==> src/rtl/dcache_settings.svh <==
`ifndef DCACHE_SETTINGS_SVH
`define DCACHE_SETTINGS_SVH

// cache geometry
`define DC_WAYS 4
`define DC_SETS 16
`define DC_LINE_WORDS 4

// everything at or above this address bypasses the cache
`define DC_DEVICE_BASE 32'h9000_0000

// beats in one refill burst, one per word of the line
`define DC_BURST_LEN 4

`endif

==> src/rtl/mem_bus_pkg.sv <==
`default_nettype none

package mem_bus_pkg;

	// byte address and data word on both the CPU and the memory side
	typedef logic [31:0] addr_t;
	typedef logic [31:0] word_t;

	// request channel, held by the cache until memory takes it
	typedef struct packed {
		addr_t addr;
		// single-beat write
		logic  write;
		// four-beat line read, lowest word first
		logic  burst;
		word_t wdata;
	} mem_req_t;

	// one response beat
	typedef struct packed {
		word_t rdata;
		// final beat of a burst, or the only beat of a single access
		logic  last;
	} mem_rsp_t;

endpackage

`default_nettype wire

==> src/rtl/cache_types_pkg.sv <==
`default_nettype none

`include "dcache_settings.svh"

package cache_types_pkg;

	localparam int INDEX_W  = $clog2(`DC_SETS);
	localparam int OFFSET_W = $clog2(`DC_LINE_WORDS);
	// byte-in-word bits are the two below the word offset
	localparam int TAG_W    = 32 - INDEX_W - OFFSET_W - 2;

	typedef logic [TAG_W-1:0]    tag_t;
	typedef logic [INDEX_W-1:0]  index_t;
	typedef logic [OFFSET_W-1:0] offset_t;
	typedef logic [`DC_WAYS-1:0] way_vec_t;

	// address fields, same bit order as addr[31:2]
	typedef struct packed {
		tag_t    tag;
		index_t  index;
		offset_t offset;
	} lookup_t;

	// one refill beat headed for the victim way
	typedef struct packed {
		index_t             index;
		offset_t            offset;
		mem_bus_pkg::word_t data;
		logic               last;
	} fill_t;

	typedef enum logic [2:0] {
		IDLE,
		MEM_REQ,
		REFILL,
		SINGLE,
		RESPOND
	} ctrl_state_t;

endpackage

`default_nettype wire

==> src/rtl/dcache_resp.sv <==
`timescale 1ns/1ns
`default_nettype none

`include "dcache_settings.svh"

module dcache_resp (
	input  logic                              clk,
	input  logic                              rst,
	input  cache_types_pkg::way_vec_t         way_hit,
	input  mem_bus_pkg::word_t [`DC_WAYS-1:0] rd_word,
	input  logic                              resp_load,
	input  logic                              bypass_valid,
	input  mem_bus_pkg::word_t                bypass_word,
	input  logic                              count_hit,
	input  logic                              count_miss,
	output mem_bus_pkg::word_t                dout,
	output logic [31:0]                       hit_count,
	output logic [31:0]                       miss_count
);
	import cache_types_pkg::*;
	import mem_bus_pkg::*;

	way_vec_t hit_q;
	logic     bypass_q;
	word_t    bypass_word_q;
	word_t    way_word;

	// response source, captured the cycle before ready
	always_ff @(posedge clk) begin
		if (rst) begin
			hit_q    <= '0;
			bypass_q <= 1'b0;
		end else if (resp_load) begin
			hit_q    <= way_hit;
			bypass_q <= bypass_valid;
		end
	end

	always_ff @(posedge clk) begin
		if (resp_load) begin
			bypass_word_q <= bypass_word;
		end
	end

	// AND-OR merge of the way words, hit_q is one-hot on a hit
	always_comb begin
		way_word = '0;
		for (int w = 0; w < `DC_WAYS; w++) begin
			way_word = way_word | (rd_word[w] & {$bits(word_t){hit_q[w]}});
		end
	end

	assign dout = bypass_q ? bypass_word_q : way_word;

	// statistics
	always_ff @(posedge clk) begin
		if (rst) begin
			hit_count  <= '0;
			miss_count <= '0;
		end else begin
			if (count_hit) begin
				hit_count <= hit_count + 1'b1;
			end
			if (count_miss) begin
				miss_count <= miss_count + 1'b1;
			end
		end
	end

	// a cached response comes from exactly one way
	assert property (@(posedge clk) disable iff (rst)
		resp_load && !bypass_valid |=> $onehot(hit_q));

endmodule

`default_nettype wire

==> config.mk <==
export PLATFORM = sky130hd
export DESIGN_NAME = dcache_resp
export DESIGN_NICKNAME = d
export VERILOG_FILES = /design/src/rtl/mem_bus_pkg.sv /design/src/rtl/cache_types_pkg.sv /design/src/rtl/dcache_resp.sv
export VERILOG_INCLUDE_DIRS = /design/src /design/src/rtl
export SDC_FILE = /design/constraint.sdc
export NUM_CORES = 1
export LEC_CHECK = 0
export BUFFER_PORTS_ARGS = -buffer_cell sky130_fd_sc_hd__buf_2
export CORE_MARGIN = 4
export CORE_UTILIZATION = 40
export DETAILED_ROUTE_END_ITERATION = 8
export GPL_ROUTABILITY_DRIVEN = 0
export HOLD_SLACK_MARGIN = 0.05
export PLACE_DENSITY = 0.72
export SYNTH_ARGS = -nofsm -noshare
export SYNTH_HDL_FRONTEND = slang
export SYNTH_SLANG_ARGS = --single-unit
==> constraint.sdc <==
create_clock -name clk -period 2.4 [get_ports clk]
set_input_delay 0.12 -clock clk [delete_from_list [all_inputs] [get_ports clk]]
set_output_delay 0.12 -clock clk [all_outputs]
set_load 0.05 [all_outputs]
# ---- Word level (Yosys, flattened, before mapping)
# Index checks and enable logic that the tools add are counted.
dict set report word_totals {
  latchBits 0
  register_bits 101
  mem_bits_rw 0
  rom_bits 0
  mem_count 0
  output_inout_bits 96
  input_bits 170
  word_cells 15
}
dict set report op_classes {
  mul 0
  n_shift 0
  n_reduce_logical 0
  addsub 2
  n_bitwise 7
  n_div 0
  order_cmp 0
  n_eq_ne 0
  n_mux 1
}
# op count
set ops {}
lappend ops {{32-bit bitwise AND} 4}
lappend ops {{32-bit bitwise OR} 3}
lappend ops {{32-bit by 1-bit adder with 32-bit output, second input constant} 2}
lappend ops {{32-bit 2-to-1 mux} 1}

# ---- Depth between registers and ports, before layout
dict set report logic_depth {
  depth_word 5
  mapped_depth 7
  ltp_nobuf 5
}

# ---- Worst setup path after synthesis
# OpenSTA, ideal clock, no wires.
dict set report synth_path {
  path_type {register -> register}
  from {reg miss_count[0]}
  to {reg miss_count[30]}
  slack_ns 0.014
  required_ns 2.330
  path_stages_with_launch 6
  path_buffers 0
  setup_ns 0.070
  t_arrival_ns 2.315
  period_less_slack_ns 2.386
  path_cell_list {dfxtp_1 -> ha_1 -> nand3_4 -> or4_4 -> or4_1 -> a21oi_1}
}
dict set report synth_via {
  elab_chain_len 1
}
# element line_no
set synth_lines {}
lappend synth_lines {{start: declaration} dcache_resp.sv:18} ;# output logic [31:0] miss_count
lappend synth_lines {{start signal: assignment} dcache_resp.sv:65} ;# miss_count <= miss_count + 1'b1;
lappend synth_lines {{32-bit by 1-bit adder with 32-bit output} dcache_resp.sv:65}
# No other way between the ends.
# A chain may end at the register's enable or synchronous reset.

# ---- Worst setup path after layout
# Same ends and word-level chain as after synthesis.

==> metrics.md <==
| Metric | Value |
|---|---|
| Min-delay worst type | `in2reg` |
| Final Skew | `around 0.012 ns` |
| Startpoint types | `flip-flop` |
| Worst r2r path cells | `5` |
| DIE WIDTH | `122 µm` |
| Part of the Yosys area used for sequential elements | `44.8%` |
| Core area | `between 0.01 and 0.015 mm²` |
| Leakage | `0.00317 µW` |
| Detailed placement HPWL | `~13 mm` |
| Clk_lat worst skew | `~0.34 ns` |
| Most common flop cell mapped by yosys | `dfxtp_1` |
| Hold path cells | `3` |
| Hold_sp | `count_miss` |
| Synth unique cells | `38` |
| Sequential fraction of design power | `45.4%` |
| # fillers | `1,163` |
| Largest net degree at the start of global routing | `38` |
| Total number of yosys warnings | `0` |
| Hold_ws | `approximately 0.18 ns` |
| R2r startpoint | `miss_count[0]$_SDFFE_PP0P_` |
| Via density per instance | `5.33` |
| Vias post-DR | `approximately 5,400` |
| Pwr/cell area | `554 mW/mm²` |
| Layout Nets | `1,008` |
| Fmax | `0.456 GHz` |
| Starting Density | `41.1%` |
| Post-synth top area share | `26.4%` |
| First-pass GRT wire length | `about 26 mm` |
| Gate power share | `21.3%` |
| Critical Path RT | `2.67 ns` |
| Finish-stage setup viols | `0` |
| P_sw | `1210 µW` |
| RSZ-0062 raised after global routing | `false` |
| TritonCTS clock tree | `built` |
| Root buffer cell | `clkbuf_16` |
| Setup TNS | `0 ns` |
| Total GRT Usage | `21.3%` |
| Final WL | `17.1 mm` |
| Top-count cell post-synth | `dfxtp_1` |
| Fin util | `between 50 and 60%` |
| Vias in the first global route | `4,957` |
| RR Endpoint | `miss_count[30]$_SDFFE_PP0P_` |
| Clk buf depth | `2` |
| Crit path max fanout | `12` |
| P_int | `roughly 2900 µW` |
| Layout area overhead | `40.4%` |
| Max_cap viols | `0` |
| Hold endpoint | `miss_count[1]$_SDFFE_PP0P_` |
| Grt total ovfl | `0` |
| Die Ht | `roughly 120 µm` |
| Hold Fails Final Rpt | `0` |
| Fin crit period | `2.19 ns` |
| CTS buffer count | `9` |
| FP Rows | `approximately 40` |
| Multi-input gate area | `0.00265 mm²` |
| Worst Setup Path Type | `reg2reg` |
| Cell Area, Synth | `about 0.0052 mm²` |
| Slew Viols, Final | `0` |
| Area of the die | `0.0150 mm²` |
| Clk pwr share | `33.3%` |
| Drt initial violations | `399` |
| Clock transition at path regs | `0.07 ns` |
| Htree depth | `3` |
| Synth top cells by count | `dfxtp_1, a22oi_1, nand2_1, mux2_2, nor2_1` |
| Arr. time, crit path | `about 2.5 ns` |
| Async set-reset flop share out of synthesis | `0%` |
| FF+latch count, synth | `101` |
| Routed Antenna Nets | `0` |
| Dominant cell type by area after synthesis | `dfxtp_1` |
| Clk sinks | `between 100 and 150` |
| Crit. End Element | `flip-flop` |
| Sw frac | `a little under 30%` |
| Syn nets | `724` |
| Pre-Repair DR Iteration Count | `5` |
| Syn Area/Cell | `9.47 µm²` |
| Worst-margin pin slew | `0.873 ns` |
| VDD IR-drop max | `0.300 mV` |
| IO Count | `roughly 270` |
| Sequential cell area | `0.00234 mm²` |
| Post_cts resized | `0` |
| # port buffers | `265` |
| Mapped Cells | `approximately 550` |
| DRC Markers | `0` |
| FF-to-FF setup slack | `0.21 ns` |
| Layout cell share with drive strength beyond 1 | `about two fifths` |
| Initial antenna violation count | `2` |
| Relative slew slack | `41.8%` |
| Top cells by area, synth | `dfxtp_1, edfxtp_1, a22oi_1` |
| Number of enable flip-flop cells after synthesis | `32` |
| Final period util | `between 90 and 100%` |
| Post-DR wirelength/cell | `16.9 µm` |
| Status | `completed` |
==> registers in the layout, indices dropped and copies added (netlist names) <==
register / cells
bypass_q: 1
bypass_word_q: 32
hit_count: 32
hit_q: 4
miss_count: 32
==> cell usage in the layout (no fill, tap or decap), drive strengths merged, types with 2 or more instances in the layout <==
cell and count:
buf 277, xor2 6, or2 3, a21oi 30
clkinv 3, edfxtp 32, xnor2 17, mux2i 7
dlygate4sd3 37, inv 17, nand2 50, nor3 7
and4 4, ha 2, nor2 39, nor4 16
or4 17, mux2 40, nand3 19, a22oi 64
dfxtp 69, o21ai 18, nor2b 7, or3 17
o31ai 12, clkbuf 10, nand4 16
==> layer usage <==
metal / vias up / share of wire (%) / GRT usage [%]
met1: 2542 / 41 / 25.9
li1: 2637 / - / -
met4: 2 / 1.8 / 7.49
met2: 198 / 49 / 35.8
met3: 23 / 8.4 / 6.54
met5: - / 0.064 / 0
==> how the worst max path moves through the flow <==
stage                                           from                           to  slack [ns]  cells after the start
after floorplan           miss_count[0]$_SDFFE_PP0P_  miss_count[30]$_SDFFE_PP0P_        0.01                      5
after global placement    miss_count[0]$_SDFFE_PP0P_  miss_count[28]$_SDFFE_PP0P_        0.26                      5
after detailed placement  miss_count[0]$_SDFFE_PP0P_  miss_count[30]$_SDFFE_PP0P_        0.20                      5
after CTS                 miss_count[0]$_SDFFE_PP0P_  miss_count[30]$_SDFFE_PP0P_        0.18                      5
after global routing       hit_count[3]$_SDFFE_PP0P_   hit_count[27]$_SDFFE_PP0P_        0.06                      4
final                     miss_count[0]$_SDFFE_PP0P_  miss_count[30]$_SDFFE_PP0P_        0.21                      5
==> power groups by stage <==
stage	Sequential [µW]	Clock [µW]	Combinational (µW)
after floorplan	1900	0	512
after global placement	1880	0	809
after detailed placement	1890	0	812
after CTS	1850	1400	865
after global routing	1850	1470	921
final	1850	1350	869
==> logic make-up after synthesis <==
family,share of synthesized area [%]
fa+ha+maj,0.479
compound gates,15.9
simple gates,20.6
xor+xnor,3.85
mux,9.96
flops,44.8
buf+inv,4.45
==> what timing repair did <==
action | CTS | global route
endpoints found under the hold margin | 37 | 0
buffers inserted | 0 | 0
hold buffers | 37 | 0
==> layout make-up <==
class | instances | share of cell area (%)
multi-input cells | 396 | 36.1
flip-flops and latches | 101 | 31.9
repair buffers | 314 | 24.5
clock buffers | 10 | 3.12
well taps | 172 | 2.93
inverters | 14 | 0.716
clock inverters | 6 | 0.631
diodes | 1 | 0.0341
==> critical path: stages, from the launching register on <==
cell	delay [ns]
dfxtp_1	0.43
ha_1	0.27
nand3_4	0.12
or4_4	0.62
or4_1	0.52
a21oi_1	0.16
==> through the flow <==
stage	area [µm²]	worst slack, ns	std cells	power, µW
global placement	6690	0.264	960	2690
floorplan	5230	0.0144	552	2410
CTS	7340	0.180	1013	4120
detailed placement	6690	0.198	960	2700
global route	7340	0.0612	1014	4240
finish	7340	0.207	1014	4070
Power figures use the tool's default switching activity.
