**config.mk**
```make
export PLATFORM = sky130hd
export DESIGN_NAME = dcache_way
export DESIGN_NICKNAME = d
export VERILOG_FILES = /design/src/rtl/mem_bus_pkg.sv /design/src/rtl/cache_types_pkg.sv /design/src/rtl/dcache_way.sv
export VERILOG_INCLUDE_DIRS = /design/src /design/src/rtl
export SDC_FILE = /design/constraint.sdc
export NUM_CORES = 2
export LEC_CHECK = 0
export BUFFER_PORTS_ARGS = -buffer_cell sky130_fd_sc_hd__buf_4
export CORE_UTILIZATION = 67
export CTS_CLUSTER_SIZE = 20
export DETAILED_ROUTE_END_ITERATION = 8
export GPL_TIMING_DRIVEN = 1
export PLACE_DENSITY = 0.84
export SYNTH_ARGS = -nofsm -noshare
export SYNTH_HDL_FRONTEND = slang
export SYNTH_SLANG_ARGS = --single-unit
```
**constraint.sdc**
```tcl
create_clock -name clk -period 7.3 [get_ports clk]
set_input_delay 0.73 -clock clk [delete_from_list [all_inputs] [get_ports clk]]
set_output_delay 0.73 -clock clk [all_outputs]
set_load 0.03 [all_outputs]
```
**src/rtl/dcache_settings.svh**
```systemverilog
`ifndef DCACHE_SETTINGS_SVH
`define DCACHE_SETTINGS_SVH

// cache geometry
`define DC_WAYS 4
`define DC_SETS 16
`define DC_LINE_WORDS 4

// everything at or above this address bypasses the cache
`define DC_DEVICE_BASE 32'h9000_0000

// beats in one refill burst, one per word of the line
`define DC_BURST_LEN 4

`endif

```
**src/rtl/mem_bus_pkg.sv**
```systemverilog
`default_nettype none

package mem_bus_pkg;

	// byte address and data word on both the CPU and the memory side
	typedef logic [31:0] addr_t;
	typedef logic [31:0] word_t;

	// request channel, held by the cache until memory takes it
	typedef struct packed {
		addr_t addr;
		// single-beat write
		logic  write;
		// four-beat line read, lowest word first
		logic  burst;
		word_t wdata;
	} mem_req_t;

	// one response beat
	typedef struct packed {
		word_t rdata;
		// final beat of a burst, or the only beat of a single access
		logic  last;
	} mem_rsp_t;

endpackage

`default_nettype wire

```
**src/rtl/cache_types_pkg.sv**
```systemverilog
`default_nettype none

`include "dcache_settings.svh"

package cache_types_pkg;

	localparam int INDEX_W  = $clog2(`DC_SETS);
	localparam int OFFSET_W = $clog2(`DC_LINE_WORDS);
	// byte-in-word bits are the two below the word offset
	localparam int TAG_W    = 32 - INDEX_W - OFFSET_W - 2;

	typedef logic [TAG_W-1:0]    tag_t;
	typedef logic [INDEX_W-1:0]  index_t;
	typedef logic [OFFSET_W-1:0] offset_t;
	typedef logic [`DC_WAYS-1:0] way_vec_t;

	// address fields, same bit order as addr[31:2]
	typedef struct packed {
		tag_t    tag;
		index_t  index;
		offset_t offset;
	} lookup_t;

	// one refill beat headed for the victim way
	typedef struct packed {
		index_t             index;
		offset_t            offset;
		mem_bus_pkg::word_t data;
		logic               last;
	} fill_t;

	typedef enum logic [2:0] {
		IDLE,
		MEM_REQ,
		REFILL,
		SINGLE,
		RESPOND
	} ctrl_state_t;

endpackage

`default_nettype wire

```
**src/rtl/dcache_way.sv**
```systemverilog
`timescale 1ns/1ns
`default_nettype none

`include "dcache_settings.svh"

module dcache_way (
	input  logic                     clk,
	input  logic                     rst,
	input  cache_types_pkg::lookup_t lookup,
	input  cache_types_pkg::fill_t   fill,
	input  logic                     fill_sel,
	input  logic                     inval,
	output logic                     hit,
	output mem_bus_pkg::word_t       rd_word
);
	import cache_types_pkg::*;
	import mem_bus_pkg::*;

	tag_t                tags [`DC_SETS];
	logic [`DC_SETS-1:0] valid_bits;
	word_t               data [`DC_SETS][`DC_LINE_WORDS];

	logic                tag_match;
	logic                set_valid;

	// compare against the set selected by the current address
	assign tag_match = tags[lookup.index] == lookup.tag;
	assign set_valid = valid_bits[lookup.index];

	// valid bits and the registered hit
	always_ff @(posedge clk) begin
		if (rst) begin
			valid_bits <= '0;
			hit        <= 1'b0;
		end else begin
			hit <= set_valid && tag_match;
			if (fill_sel) begin
				// line is not usable until its last word has landed
				valid_bits[fill.index] <= fill.last;
			end else if (inval && hit) begin
				// write-through store hit this way, drop the stale copy
				valid_bits[lookup.index] <= 1'b0;
			end
		end
	end

	// tag and data arrays
	always_ff @(posedge clk) begin
		if (fill_sel) begin
			data[fill.index][fill.offset] <= fill.data;
			// tag comes from the miss address, still held by the CPU
			if (fill.last) begin
				tags[fill.index] <= lookup.tag;
			end
		end
		rd_word <= data[lookup.index][lookup.offset];
	end

	// refill and store never overlap, the controller is in REFILL or IDLE
	assert property (@(posedge clk) disable iff (rst)
		!(fill_sel && inval));

endmodule

`default_nettype wire

```
# Word-level counts from Yosys, hierarchy flattened
# Memories as Yosys holds them, arrays and structs flattened.
# Cells that the tools add are included.
# op_classes
bitwise_logic,4
n_mul,0
magnitude_cmp,7
n_eq_ne,1
add_sub_neg,0
muxes,19
n_reduce_logical,6
div,0
n_shift,0
# ops
op,count
two-way mux 128 bit,1
two-way mux 32 bit,3
binary-select mux 32 bit (select 2 bit),1
demux 32 bit (select 2 bit),1
two-way mux 16 bit,2
equality test 24 bit,1
bitwise AND 16 bit,1
bitwise mux 16 bit,1
inverter 16 bit,1
less-than comparator 4 x 5 -> 1 bit (second input constant),2
demux 1 bit (select 4 bit),2
greater-or-equal comparator 4 x 1 -> 1 bit (second input constant),2
two-way mux 1 bit,7
greater-or-equal comparator 3 bit (second input constant),2
inverter 2 -> 3 bit,2
logical AND 1 bit,5
binary-select mux 1 bit (select 4 bit),1
less-than comparator 3 x 1 -> 1 bit (second input constant),1
nonzero test 2 bit,1
# word_totals
latch_bits,0
output_inout_bits,33
word_cells,42
romBits,0
mem_count,2
regBits,49
input_bits,73
ramBits,2432
# memory_table
memory,depth,word_bits,rd,rd_clocked_by_memory_dff,write_ports,line_no,source
data,16,128,1,0,1,dcache_way.sv:21,word_t data [`DC_SETS][`DC_LINE_WORDS];
tags,16,24,1,0,1,dcache_way.sv:19,tag_t tags [`DC_SETS];

# Depth between registers and ports, before layout
# logic_depth
ltp_word,8
ltp_mapped,11
ltp_nobuf,7

# Worst setup path after synthesis
# No wires, ideal clock.
# synth_path
kind,input port to flip-flop
startpoint,in fill[34] (netlist name)
endpoint,mem data[15][100] (netlist name) (enable)
t_required_ns,6.879
setup_time_ns,0.421
n_path_buf,2
arrival_ns,2.939
setup_slack_ns,3.940
cell_stages,4
path_cell_list,or3b_2 -> clkbuf_1 -> clkbuf_1 -> nor2_1
# synth_via
elab_chain_cells,6
word_cells_on_any_way,7
cone_classes,order compare (2); mux (3); bitwise (1); reduce/logical (1)
# synth_rtl
element,line_no,source
"start, declared",dcache_way.sv:10,"input cache_types_pkg::fill_t fill,"
inverter 2 -> 3 bit (implied by the code) (*),dcache_way.sv:50,data[fill.index][fill.offset] <= fill.data;
greater-or-equal comparator 3 bit (implied by the code) or less-than comparator 3 x 1 -> 1 bit (tied branches),dcache_way.sv:50,
logical AND 1 bit (implied by the code),dcache_way.sv:50,
two-way mux 32 bit (implied by the code),dcache_way.sv:50,
demux 32 bit (select 2 bit) (*),dcache_way.sv:50,
two-way mux 128 bit (implied by the code) (*),dcache_way.sv:50,
"end, declared",dcache_way.sv:21,
# Every way passes the cells marked *; elsewhere a longest branch is shown, timed or not.

# Worst setup path after layout
# layout_path
startpoint,in lookup[3] (netlist name)
endpoint,reg hit
# layout_via
elab_chain_cells,3
word_cells_on_any_way,5
cone_classes,eq/ne (1); mux (2); reduce/logical (1); memory (1)
# layout_rtl
element,line_no,source
"start, declared",dcache_way.sv:9,"input cache_types_pkg::lookup_t lookup,"
memory read (16 x 24 bit) or binary-select mux 1 bit (select 4 bit) (tied branches),n/a,
equality test 24 bit or two-way mux 1 bit (tied branches),"dcache_way.sv:27, dcache_way.sv:28",
logical AND 1 bit (*),dcache_way.sv:36,hit <= set_valid && tag_match;
"end signal, assigned",dcache_way.sv:36,
"end, declared",dcache_way.sv:13,"output logic hit,"
# Every way passes the cells marked *; elsewhere a longest branch is shown, timed or not. The select of a mux whose other input is x is not followed.
# A chain may end at the register's enable or synchronous reset.

==> metrics.cfg <==
[routing]
drc_errors = 0
antenna_left = 0
routed-via-count = 49100
viasPerCell = 8.00
totalWireLength_mm = 302
drt-initial-drc-count = 10000
wl_per_cell_um = 49.1
drt_first_pass_iters = 7

[clocking]
cts_tree = yes
cts_buffers = 226
cts_resized = 0
clk_latency_ps = 900
cts_setup_buffers = 0
h-tree-depth = 4
root_buffer = clkbuf_16
clock_path_buffers = 3
clock_sinks = 2481
hold_buffers = 0
clk_pin_slew_ps = 70

[timing]
report.final.slew_viol_count = 0
rsz0062_at_grt = no
fin_setup_tns_ps = 0
timing.final.crit_share = 0.499
finalSetupViolCount = 0
setup_slack_ps = 3660
max_slew_margin = 0.200
finClkSkew_ps = 38.6
layout_min_cycle_time_ps = 3640
worst_slew_pin_slew_ps = 1200
max_freq_mhz = 274
hold_viol = 0

[cells_and_area]
regArea_um2 = 74000
area_growth_pct = 11.8
stdcell_count = 6137
fill_cells = 6395
finalNetCount = 4113
multi_input_comb_area_um2 = 19900
drive_gt1_frac = 0.326
final_area_um2 = 106000

[setup_path]
start_kind = primary input
arrival_ps = 4420
critPathCaptureType = register
r2r_cells = 6
worstPathRequired_ps = 8080
worstPathMaxFanout = 93
criticalPathCategory = in2reg

[floorplan]
core_um2 = 140000
dieArea_um2 = 142000
dieHeight_um = 377
chipWidth_um = 377
ios = 106
initial_utilization = 0.676
num_rows = 137

[synthesis]
synth.distinct_cells = 51
syn_inst = 3811
yosys.area.top_type = edfxtp_1
ys.flop_type = edfxtp_1
synth_edf_count = 2432
synth_top_cell_area_share = 0.774
avgSynthCellArea_um2 = 24.8
synthArstFlopShare = 0
yosysMostFrequentCell = edfxtp_1
synthesis.area_um2 = 94400
yosys_warnings = 0
yosys-top-cells-area = edfxtp_1, mux4_2, dfxtp_1, nor2_1, buf_2
syn_nets = 3884
synth_top_cells_by_count = edfxtp_1, mux4_2, nor2_1
synth_seq_cells = 2481
ys_seq_area_frac = 0.784

[place]
place_ws_ps = 2980
placement.io_buffers = 105
placed_area_um2 = 98000
gp_congestion = 0.822
place_inst = 5688
dp_hpwl_mm = 140

[global_route]
grt_overflow = 0
grt_pass1_wl_mm = 409
grt_pass1_vias = 49800
grtUsageTotal = 0.436
antenna_found_initial = 31
grt_max_degree = 127

[power_and_ir_drop]
total_power_w = 0.0298
power_density_nw_per_um2 = 282
p_leak_nw = 32.7
vdd_drop_max_v = 0.000230

[run_status]
status = finished clean

[worst_hold_path]
worstHoldPathCells = 1
hold_path_class = in2reg

[run]
drv_cap = 0

## per-layer routing
layer,part of all wire,track usage,vias to the layer above
met5,0.00049,0,-
met4,0.096,0.342,22
met3,0.14,0.133,1567
met1,0.28,0.508,24800
li1,-,-,17000
met2,0.48,0.681,5757
## critical path, cell delays in order
cell and delay, ps:
buf_8 650, buf_4 930, mux4_2 470, o22ai_1 110, nor3_1 310, a21oi_1 120, o21ai_0 310, nand4_1 260
nor4_2 410
## per-stage QoR
stage | utilization | hold WS (ps)
6_report | 0.755 | 156
5_1_grt | 0.755 | 144
4_1_cts | 0.755 | 124
3_5_place_dp | 0.701 | 492
3_3_place_gp | 0.701 | 463
2_1_floorplan | - | 454
## path summary, 6_finish.rpt
path | start | endpoint | slack (ps)
worst max-delay path | lookup[3] | hit | 3660
worst min-delay path | lookup[21] | tags[14][15] | 160
worst max register to register | tags[8][17] | hit | 4410
worst min register to register | valid_bits[1] | valid_bits[1] | 520
## report_power, final
part	internal, W	switching [W]
Sequential	0.0158	0.0000952
Clock	0.00674	0.00563
Combinational	0.000600	0.000961
## final cells by class
class | count | area share
Timing Repair Buffer | 200 | 0.0156
Antenna cell | 20 | 0.000474
Multi-Input combinational cell | 1114 | 0.189
Sequential cell | 2481 | 0.701
Clock inverter | 129 | 0.0133
Clock buffer | 300 | 0.0575
Tap cell | 1876 | 0.0222
Inverter | 17 | 0.000676
## flip-flops by register name, indices dropped and copies added, names as in the netlist
name / count
data: 2048
tags: 384
rd_word: 32
valid_bits: 16
hit: 1
## layout by cell type (no fill, tap or decap), drive strengths merged, types with 12 or more instances in the layout
master / Yosys / routed
o21ai: 21 / 21
edfxtp: 2432 / 2432
inv: 17 / 31
nand3: 13 / 13
diode: 0 / 20
clkinv: 0 / 85
nor3: 12 / 12
bufinv: 0 / 24
nand2: 39 / 39
clkbuf: 84 / 301
xnor2: 13 / 13
mux2i: 32 / 32
mux4: 771 / 771
dfxtp: 49 / 49
a21oi: 13 / 13
buf: 115 / 199
nor2: 113 / 113
## kinds of logic (layout without fill, tap and decap cells)
group / count (synthesis) / after routing / synth area share
flip-flops: 2481 / 2481 / 0.784
multiplexers: 807 / 807 / 0.188
buffers and inverters: 216 / 646 / 0.0112
AND/OR/NAND/NOR: 205 / 205 / 0.00937
AO/OA/AOI/OAI: 80 / 80 / 0.00565
XOR/XNOR: 22 / 22 / 0.00204
other: 0 / 20 / 0
No activity file was read; power rests on OpenSTA's default activity.
