[config.mk]
export PLATFORM = sky130hd
export DESIGN_NAME = dcache_ctrl
export DESIGN_NICKNAME = d
export VERILOG_FILES = /design/src/rtl/mem_bus_pkg.sv /design/src/rtl/cache_types_pkg.sv /design/src/rtl/dcache_ctrl.sv
export VERILOG_INCLUDE_DIRS = /design/src /design/src/rtl
export SDC_FILE = /design/constraint.sdc
export NUM_CORES = 1
export LEC_CHECK = 0
export ABC_AREA = 1
export ABC_CLOCK_PERIOD_IN_PS = 1500
export BUFFER_PORTS_ARGS = -buffer_cell sky130_fd_sc_hd__buf_4
export CORE_AREA = 10 10 103 105
export CTS_BUF_LIST = sky130_fd_sc_hd__clkbuf_8
export DETAILED_ROUTE_END_ITERATION = 16
export DIE_AREA = 0 0 113 115
export GPL_TIMING_DRIVEN = 0
export PLACE_DENSITY = 0.7
export SETUP_SLACK_MARGIN = 0.4
export SLEW_MARGIN = 15
export SYNTH_ARGS = -nofsm -noshare
export SYNTH_HDL_FRONTEND = slang
export SYNTH_SLANG_ARGS = --single-unit
[constraint.sdc]
create_clock -name clk -period 1.5 [get_ports clk]
set_input_delay 0.3 -clock clk [delete_from_list [all_inputs] [get_ports clk]]
set_output_delay 0.3 -clock clk [all_outputs]
set_load 0.1 [all_outputs]
[src/rtl/dcache_settings.svh]
`ifndef DCACHE_SETTINGS_SVH
`define DCACHE_SETTINGS_SVH

// cache geometry
`define DC_WAYS 4
`define DC_SETS 16
`define DC_LINE_WORDS 4

// everything at or above this address bypasses the cache
`define DC_DEVICE_BASE 32'h9000_0000

// beats in one refill burst, one per word of the line
`define DC_BURST_LEN 4

`endif

[src/rtl/mem_bus_pkg.sv]
`default_nettype none

package mem_bus_pkg;

	// byte address and data word on both the CPU and the memory side
	typedef logic [31:0] addr_t;
	typedef logic [31:0] word_t;

	// request channel, held by the cache until memory takes it
	typedef struct packed {
		addr_t addr;
		// single-beat write
		logic  write;
		// four-beat line read, lowest word first
		logic  burst;
		word_t wdata;
	} mem_req_t;

	// one response beat
	typedef struct packed {
		word_t rdata;
		// final beat of a burst, or the only beat of a single access
		logic  last;
	} mem_rsp_t;

endpackage

`default_nettype wire

[src/rtl/cache_types_pkg.sv]
`default_nettype none

`include "dcache_settings.svh"

package cache_types_pkg;

	localparam int INDEX_W  = $clog2(`DC_SETS);
	localparam int OFFSET_W = $clog2(`DC_LINE_WORDS);
	// byte-in-word bits are the two below the word offset
	localparam int TAG_W    = 32 - INDEX_W - OFFSET_W - 2;

	typedef logic [TAG_W-1:0]    tag_t;
	typedef logic [INDEX_W-1:0]  index_t;
	typedef logic [OFFSET_W-1:0] offset_t;
	typedef logic [`DC_WAYS-1:0] way_vec_t;

	// address fields, same bit order as addr[31:2]
	typedef struct packed {
		tag_t    tag;
		index_t  index;
		offset_t offset;
	} lookup_t;

	// one refill beat headed for the victim way
	typedef struct packed {
		index_t             index;
		offset_t            offset;
		mem_bus_pkg::word_t data;
		logic               last;
	} fill_t;

	typedef enum logic [2:0] {
		IDLE,
		MEM_REQ,
		REFILL,
		SINGLE,
		RESPOND
	} ctrl_state_t;

endpackage

`default_nettype wire

[src/rtl/dcache_ctrl.sv]
`timescale 1ns/1ns
`default_nettype none

`include "dcache_settings.svh"

module dcache_ctrl (
	input  logic                      clk,
	input  logic                      rst,
	input  logic                      valid,
	input  mem_bus_pkg::addr_t        addr,
	input  logic                      wren,
	input  mem_bus_pkg::word_t        din,
	output logic                      ready,
	input  cache_types_pkg::way_vec_t way_hit,
	output cache_types_pkg::lookup_t  lookup,
	output cache_types_pkg::fill_t    fill,
	output cache_types_pkg::way_vec_t fill_way,
	output logic                      fill_valid,
	output logic                      inval,
	output logic                      resp_load,
	output logic                      bypass_valid,
	output mem_bus_pkg::word_t        bypass_word,
	output logic                      count_hit,
	output logic                      count_miss,
	output mem_bus_pkg::mem_req_t     mem_req,
	output logic                      mem_req_valid,
	input  logic                      mem_req_ready,
	input  mem_bus_pkg::mem_rsp_t     mem_rsp,
	input  logic                      mem_rsp_valid
);
	import cache_types_pkg::*;
	import mem_bus_pkg::*;

	ctrl_state_t state;
	ctrl_state_t state_next;
	way_vec_t    victim;
	offset_t     beat_cnt;
	addr_t       line_addr;
	logic        cacheable;
	logic        burst;
	logic        lookup_ok;
	logic        refilled;
	logic        take;
	logic        read_hit;

	// word-address bits map straight onto tag/index/offset
	assign lookup    = lookup_t'(addr[31:2]);
	assign cacheable = addr < `DC_DEVICE_BASE;
	assign burst     = cacheable && !wren;
	assign line_addr = {lookup.tag, lookup.index, {(OFFSET_W + 2){1'b0}}};

	// way hits are registered, so only trust them once the address
	// has been stable across one edge in IDLE or RESPOND
	assign take     = state == IDLE && valid && lookup_ok;
	assign read_hit = take && burst && |way_hit;

	always_comb begin
		state_next = state;
		case (state)
			IDLE: begin
				if (read_hit) begin
					state_next = RESPOND;
				end else if (take) begin
					state_next = MEM_REQ;
				end
			end
			MEM_REQ: begin
				if (mem_req_ready) begin
					state_next = burst ? REFILL : SINGLE;
				end
			end
			REFILL: begin
				// back to IDLE, the re-lookup then hits
				if (mem_rsp_valid && mem_rsp.last) begin
					state_next = IDLE;
				end
			end
			SINGLE: begin
				if (mem_rsp_valid) begin
					state_next = RESPOND;
				end
			end
			RESPOND: begin
				// covers the ready cycle plus one more
				if (!ready) begin
					state_next = IDLE;
				end
			end
			default: begin
				state_next = IDLE;
			end
		endcase
	end

	always_ff @(posedge clk) begin
		if (rst) begin
			state     <= IDLE;
			ready     <= 1'b0;
			victim    <= way_vec_t'(1);
			beat_cnt  <= '0;
			lookup_ok <= 1'b0;
			refilled  <= 1'b0;
		end else begin
			state     <= state_next;
			ready     <= resp_load;
			lookup_ok <= valid && (state == IDLE || state == RESPOND);
			// victim rotates freely while idle, frozen during a miss
			if (state == IDLE) begin
				victim <= {victim[`DC_WAYS-2:0], victim[`DC_WAYS-1]};
			end
			if (state == MEM_REQ) begin
				beat_cnt <= '0;
			end else if (fill_valid) begin
				beat_cnt <= beat_cnt + 1'b1;
			end
			if (fill_valid && mem_rsp.last) begin
				refilled <= 1'b1;
			end else if (resp_load) begin
				refilled <= 1'b0;
			end
		end
	end

	// memory request, held steady by the CPU-side address and data
	assign mem_req_valid = state == MEM_REQ;
	assign mem_req.addr  = burst ? line_addr : addr;
	assign mem_req.write = wren;
	assign mem_req.burst = burst;
	assign mem_req.wdata = din;

	// refill beats
	assign fill.index  = lookup.index;
	assign fill.offset = beat_cnt;
	assign fill.data   = mem_rsp.rdata;
	assign fill.last   = mem_rsp.last;
	assign fill_way    = victim;
	assign fill_valid  = state == REFILL && mem_rsp_valid;

	// store invalidates the matching line on acceptance
	assign inval = take && wren;

	// response side
	assign resp_load    = read_hit || (state == SINGLE && mem_rsp_valid);
	assign bypass_valid = state == SINGLE;
	assign bypass_word  = mem_rsp.rdata;
	assign count_hit    = read_hit && !refilled;
	assign count_miss   = state == MEM_REQ && mem_req_ready && burst;

	assert property (@(posedge clk) disable iff (rst)
		ready |=> !ready);

	// memory marks the end of a burst on exactly the last word
	assert property (@(posedge clk) disable iff (rst)
		fill_valid && mem_rsp.last |-> beat_cnt == offset_t'(`DC_BURST_LEN - 1));

endmodule

`default_nettype wire

# Word-level counts from Yosys, hierarchy flattened
# Cells that the tools add are included.
op_classes:
  n_eq_ne: 9
  n_addsub: 1
  magnitude_cmp: 1
  n_mux: 11
  mul: 0
  div: 0
  bitwise: 0
  n_shift: 0
  reduce_logical: 23
ops:
  columns: ["op", "n"]
  rows:
  - ["< comparator 32 bit (second input constant)", 1]
  - ["2-to-1 mux 3 bit", 6]
  - ["one-hot mux 3 bit (5 select lines)", 1]
  - ["logical AND 1 bit", 14]
  - ["equality test 3 x 2 -> 1 bit (second input constant)", 2]
  - ["AND reduction 5 bit", 1]
  - ["2-to-1 mux 4 bit", 1]
  - ["!= test 2 x 1 -> 1 bit (second input constant)", 2]
  - ["!= test 2 bit (second input constant)", 2]
  - ["OR reduction 4 bit", 1]
  - ["equality test 3 x 1 -> 1 bit (second input constant)", 1]
  - ["equality test 3 bit (second input constant)", 1]
  - ["logical NOT 3 bit", 1]
  - ["2-to-1 mux 1 bit", 3]
  - ["!= test 3 bit (second input constant)", 1]
  - ["adder 2 x 1 -> 2 bit (second input constant)", 1]
  - ["logical NOT 1 bit", 2]
  - ["logical OR 1 bit", 2]
  - ["nonzero test 2 bit", 1]
  - ["OR reduction 2 bit", 1]
totals:
  ff_bits: 12
  rom_bits: 0
  output_inout_bits: 179
  memories: 0
  latchBits: 0
  ram_bits: 0

# Longest topological paths before layout
logic_depth:
  depth_word: 8
  mapped_depth: 9
  depth_no_buf: 9

# Worst setup path before layout
# OpenSTA, ideal clock, no wires.
synth_path:
  kind: "register to output"
  from: "reg state[0]"
  to: "out count_miss"
  path_stages_with_launch: 7
  t_arrival_ns: 2.845
  path_buffers: 0
  required_ns: 1.200
  path_slack_ns: -1.645
  path_cell_list: "dfxtp_1 inv_2 nor2_2 inv_2 nor2_2 nand2_1 nor2_1"
synth_via:
  elab_chain_len: 3
synth_lines:
  columns: ["item", "line_no", "rtl"]
  rows:
  - ["from (decl)", "dcache_ctrl.sv:34", "ctrl_state_t state;"]
  - ["from (signal assigned)", "dcache_ctrl.sv:104", "state <= state_next;"]
  - ["equality test 3 x 1 -> 1 bit", null, null]
  - ["via mem_req_valid", "dcache_ctrl.sv:26", "output logic mem_req_valid,"]
  - ["logical AND 1 bit (2 in series)", "dcache_ctrl.sv:147", "assign count_miss = state == MEM_REQ && mem_req_ready && burst;"]
  - ["to (decl)", "dcache_ctrl.sv:24", "output logic count_miss,"]
# The timed path passes the listed nets, and every way through them passes these cells.

# Worst setup path in the final report
layout_path:
  from: "reg state[2]"
  to: "out count_hit"
layout_via:
  elab_chain_len: 6
layout_lines:
  columns: ["item", "line_no", "rtl"]
  rows:
  - ["logical NOT 3 bit", "dcache_ctrl.sv:54", "assign take = state == IDLE && valid && lookup_ok;"]
  - ["logical AND 1 bit (2 in series)", "dcache_ctrl.sv:54", null]
  - ["logical AND 1 bit (2 in series)", "dcache_ctrl.sv:55", "assign read_hit = take && burst && |way_hit;"]
  - ["logical AND 1 bit", "dcache_ctrl.sv:146", "assign count_hit = read_hit && !refilled;"]
  - ["to (decl)", "dcache_ctrl.sv:23", "output logic count_hit,"]
# Every way passes these cells.

==> impl_metrics.tcl <==
set metrics [dict create \
    outcome "finished with violations" \
    violated_checks "negative setup slack" \
    drc 0 \
    cp-end-kind "output pin" \
    detailedPlacementHpwl_um 7920 \
    grt_max_degree 8 \
    synthesis.area_um2 1860 \
    syn_inst 263 \
    number_of_antenna_diodes 0 \
    timing.final.setup_violations 8 \
    power_per_cell_area_nw_per_um2 1200 \
    total_leakage_power_nw 2.31 \
    critPathArrivalTime_ns 1.42 \
    tritoncts "built" \
    vias_in_the_first_global_route 2244 \
    rsz_0062_raised_after_global_routing "true" \
    timing.fmax_mhz 581 \
    post_synth.cell_area_avg_um2 7.08 \
    layout.cells.non_filler 588 \
    routedWlPerCell_um 15.1 \
    grt_first_pass_wirelength_um 12400 \
    min_period_over_period_pct 115 \
    clock_sinks 12 \
    routed_wl_um 8880 \
    cts_buffers 3 \
    ctsHtreeMaxLevel 1 \
    worstHoldPathType "input port to flip-flop" \
    antenna_found_initial 0 \
    ys_types 18 \
    root_buffer "sky130_fd_sc_hd__clkbuf_8" \
    die-height_um 115 \
    critPathMaxFanout 5 \
    dieArea_um2 13000 \
    worst_ir_drop_vdd_mv 1.15 \
    switching_share_pct 62.5 \
    critical_register_to_register_path_startpoint "state[2]" \
    detailroute.via_count 2144 \
    cts-hold-fix-buffers 0 \
    worst_slew_margin_rel_pct 76.3 \
    critical_path.startpoint "state[2]" \
    clkSlewWorstSetupHoldPaths_ns 0.04 \
    worst_hold_slack_ns 0.263 \
    die_width_um 113 \
    synth.yosys.seq_area_share_pct 12.9 \
    critical_path_required_ns 1.20 \
    clock_tree.buffer_depth 2 \
    slew_of_the_pin_with_the_lowest_slew_margin_ns 0.352 \
    ys_ff_latch 12 \
    route.antenna.remaining_nets 0 \
    final_common_cell "sky130_fd_sc_hd__buf_4" \
    worst-setup-path-type "flip-flop to output pin" \
    avgViaCountPerCell 3.65 \
    drt_first_pass_iters 4 \
    num_io_pins 286 \
    timing.critical_path.from_type "flip-flop" \
    power_report.internal_total_mw 1.90 \
    synth_fp_nets 370 \
    areaGrowthSynthToFinish_pct 127 \
    switchingPower_mw 3.16 \
    fin_crit_ns 1.72 \
    final_util_pct 49.4 \
    post-route-worst-setup-slack_ns -0.220 \
    finalMaxSlewViolations 0 \
    fin_nets 589 \
    share_of_cells_above_drive_strength_1_pct 89.2 \
    timing.final.hold_violations 0 \
    post-place-cells 568 \
    synth_warnings 0 \
    grt_overflow 0 \
    p_seq_share_pct 11.2 \
    holdCritStartpoint "rst" \
    combinational_power_share_pct 83.4 \
    layout_common_cells "sky130_fd_sc_hd__buf_4, sky130_fd_sc_hd__buf_12, sky130_fd_sc_hd__nor2_4, sky130_fd_sc_hd__inv_1, sky130_fd_sc_hd__buf_6" \
    max_cap_violations 0 \
    initial_utilization_pct 21.8 \
    place.gp.congestion 0.743 \
    insertion_delay_ns 0.23 \
    fin_tns_setup_ns -1.11 \
    clock_skew_ns 0.00385 \
    clockPowerShare_pct 5.4 \
    drt_iter0_markers 53 \
    placement_rows 34 \
    port_buffers 197 \
    core_area_um2 8550 \
    globalRouteTotalUtil_pct 11.6 \
]
==> repair_timing <==
action | 4_1_cts | 5_1_grt
setup endpoints to repair | 30 | 32
resized for setup | 72 | 47
setup buffers | 10 | 7
pin swaps | 11 | 12
==> path summary, 6_finish.rpt <==
kind / cells after the start / endpoint / slack [ns]
max reg2reg: 10 / state[0] / -0.14
max: 6 / count_hit / -0.22
min reg2reg: 2 / fill_way[0] / 0.49
min: 2 / ready / 0.26
==> worst max-delay path, stage by stage (launching register included) <==
cell	delay [ns]
sky130_fd_sc_hd__dfxtp_4	0.37
sky130_fd_sc_hd__inv_4	0.08
sky130_fd_sc_hd__nand4_1	0.17
sky130_fd_sc_hd__nor2_2	0.17
sky130_fd_sc_hd__nand2_4	0.10
sky130_fd_sc_hd__nor2_4	0.12
sky130_fd_sc_hd__buf_12	0.18
==> cell usage after synthesis <==
cell	instances	area [µm²]
sky130_fd_sc_hd__buf_4	161	1210
sky130_fd_sc_hd__nor2_1	22	82.6
sky130_fd_sc_hd__nand2_1	16	60.1
sky130_fd_sc_hd__inv_1	15	56.3
sky130_fd_sc_hd__dfxtp_1	12	240
sky130_fd_sc_hd__nand3_1	9	45.0
sky130_fd_sc_hd__inv_2	5	18.8
sky130_fd_sc_hd__a21oi_1	4	20.0
sky130_fd_sc_hd__o21ai_0	4	20.0
sky130_fd_sc_hd__nor2_2	3	18.8
sky130_fd_sc_hd__nand4_1	2	12.5
sky130_fd_sc_hd__nor2_4	2	22.5
sky130_fd_sc_hd__nor3b_1	2	15.0
sky130_fd_sc_hd__o21ai_1	2	10.0
sky130_fd_sc_hd__and2_1	1	6.26
sky130_fd_sc_hd__nand2_2	1	6.26
sky130_fd_sc_hd__nand3_2	1	10.0
sky130_fd_sc_hd__o21ai_2	1	8.76
==> metal layers <==
layer	global-route usage, %	routed length (µm)
met3	7.86	1490
met1	9.68	2380
met2	22.8	4970
met5	0	0
met4	1.27	40
==> cell type report <==
cell class              count  area [µm²]
fillers                   780        4330
repair buffers            214        1970
plain buffers             161        1240
multi-input cells          70         478
flip-flops and latches     12         270
well taps                 108         135
inverters                  20        91.3
clock buffers               3        41.3
==> metrics by stage <==
step | power [mW] | area, µm² | worst slack (ns)
2_1_floorplan | 3.56 | 1980 | -0.533
3_3_place_gp | 4.18 | 3590 | -0.437
3_5_place_dp | 4.21 | 3590 | -0.473
4_1_cts | 4.83 | 4010 | -0.350
5_1_grt | 5.25 | 4220 | -0.301
6_report | 5.05 | 4220 | -0.220
==> flip-flops by register name, indices dropped and copies added (netlist names) <==
register,count
lookup_ok,1
beat_cnt,2
state,3
fill_way,4
ready,1
refilled,1
==> power by group through the flow <==
stage          registers [mW]  logic [mW]  clock network [mW]
6_report                0.565        4.21               0.273
5_1_grt                 0.580        4.37               0.306
4_1_cts                 0.531        4.02               0.287
3_5_place_dp            0.506        3.70                   0
3_3_place_gp            0.502        3.68                   0
2_1_floorplan           0.882        2.67                   0
==> logic make-up after synthesis <==
group | count (synthesis) | synth area share, %
buffers and inverters | 181 | 69.0
AND/OR/NAND/NOR | 59 | 15.0
flip-flops | 12 | 12.9
AO/OA/AOI/OAI | 11 | 3.16
Power figures use the tool's default switching activity.
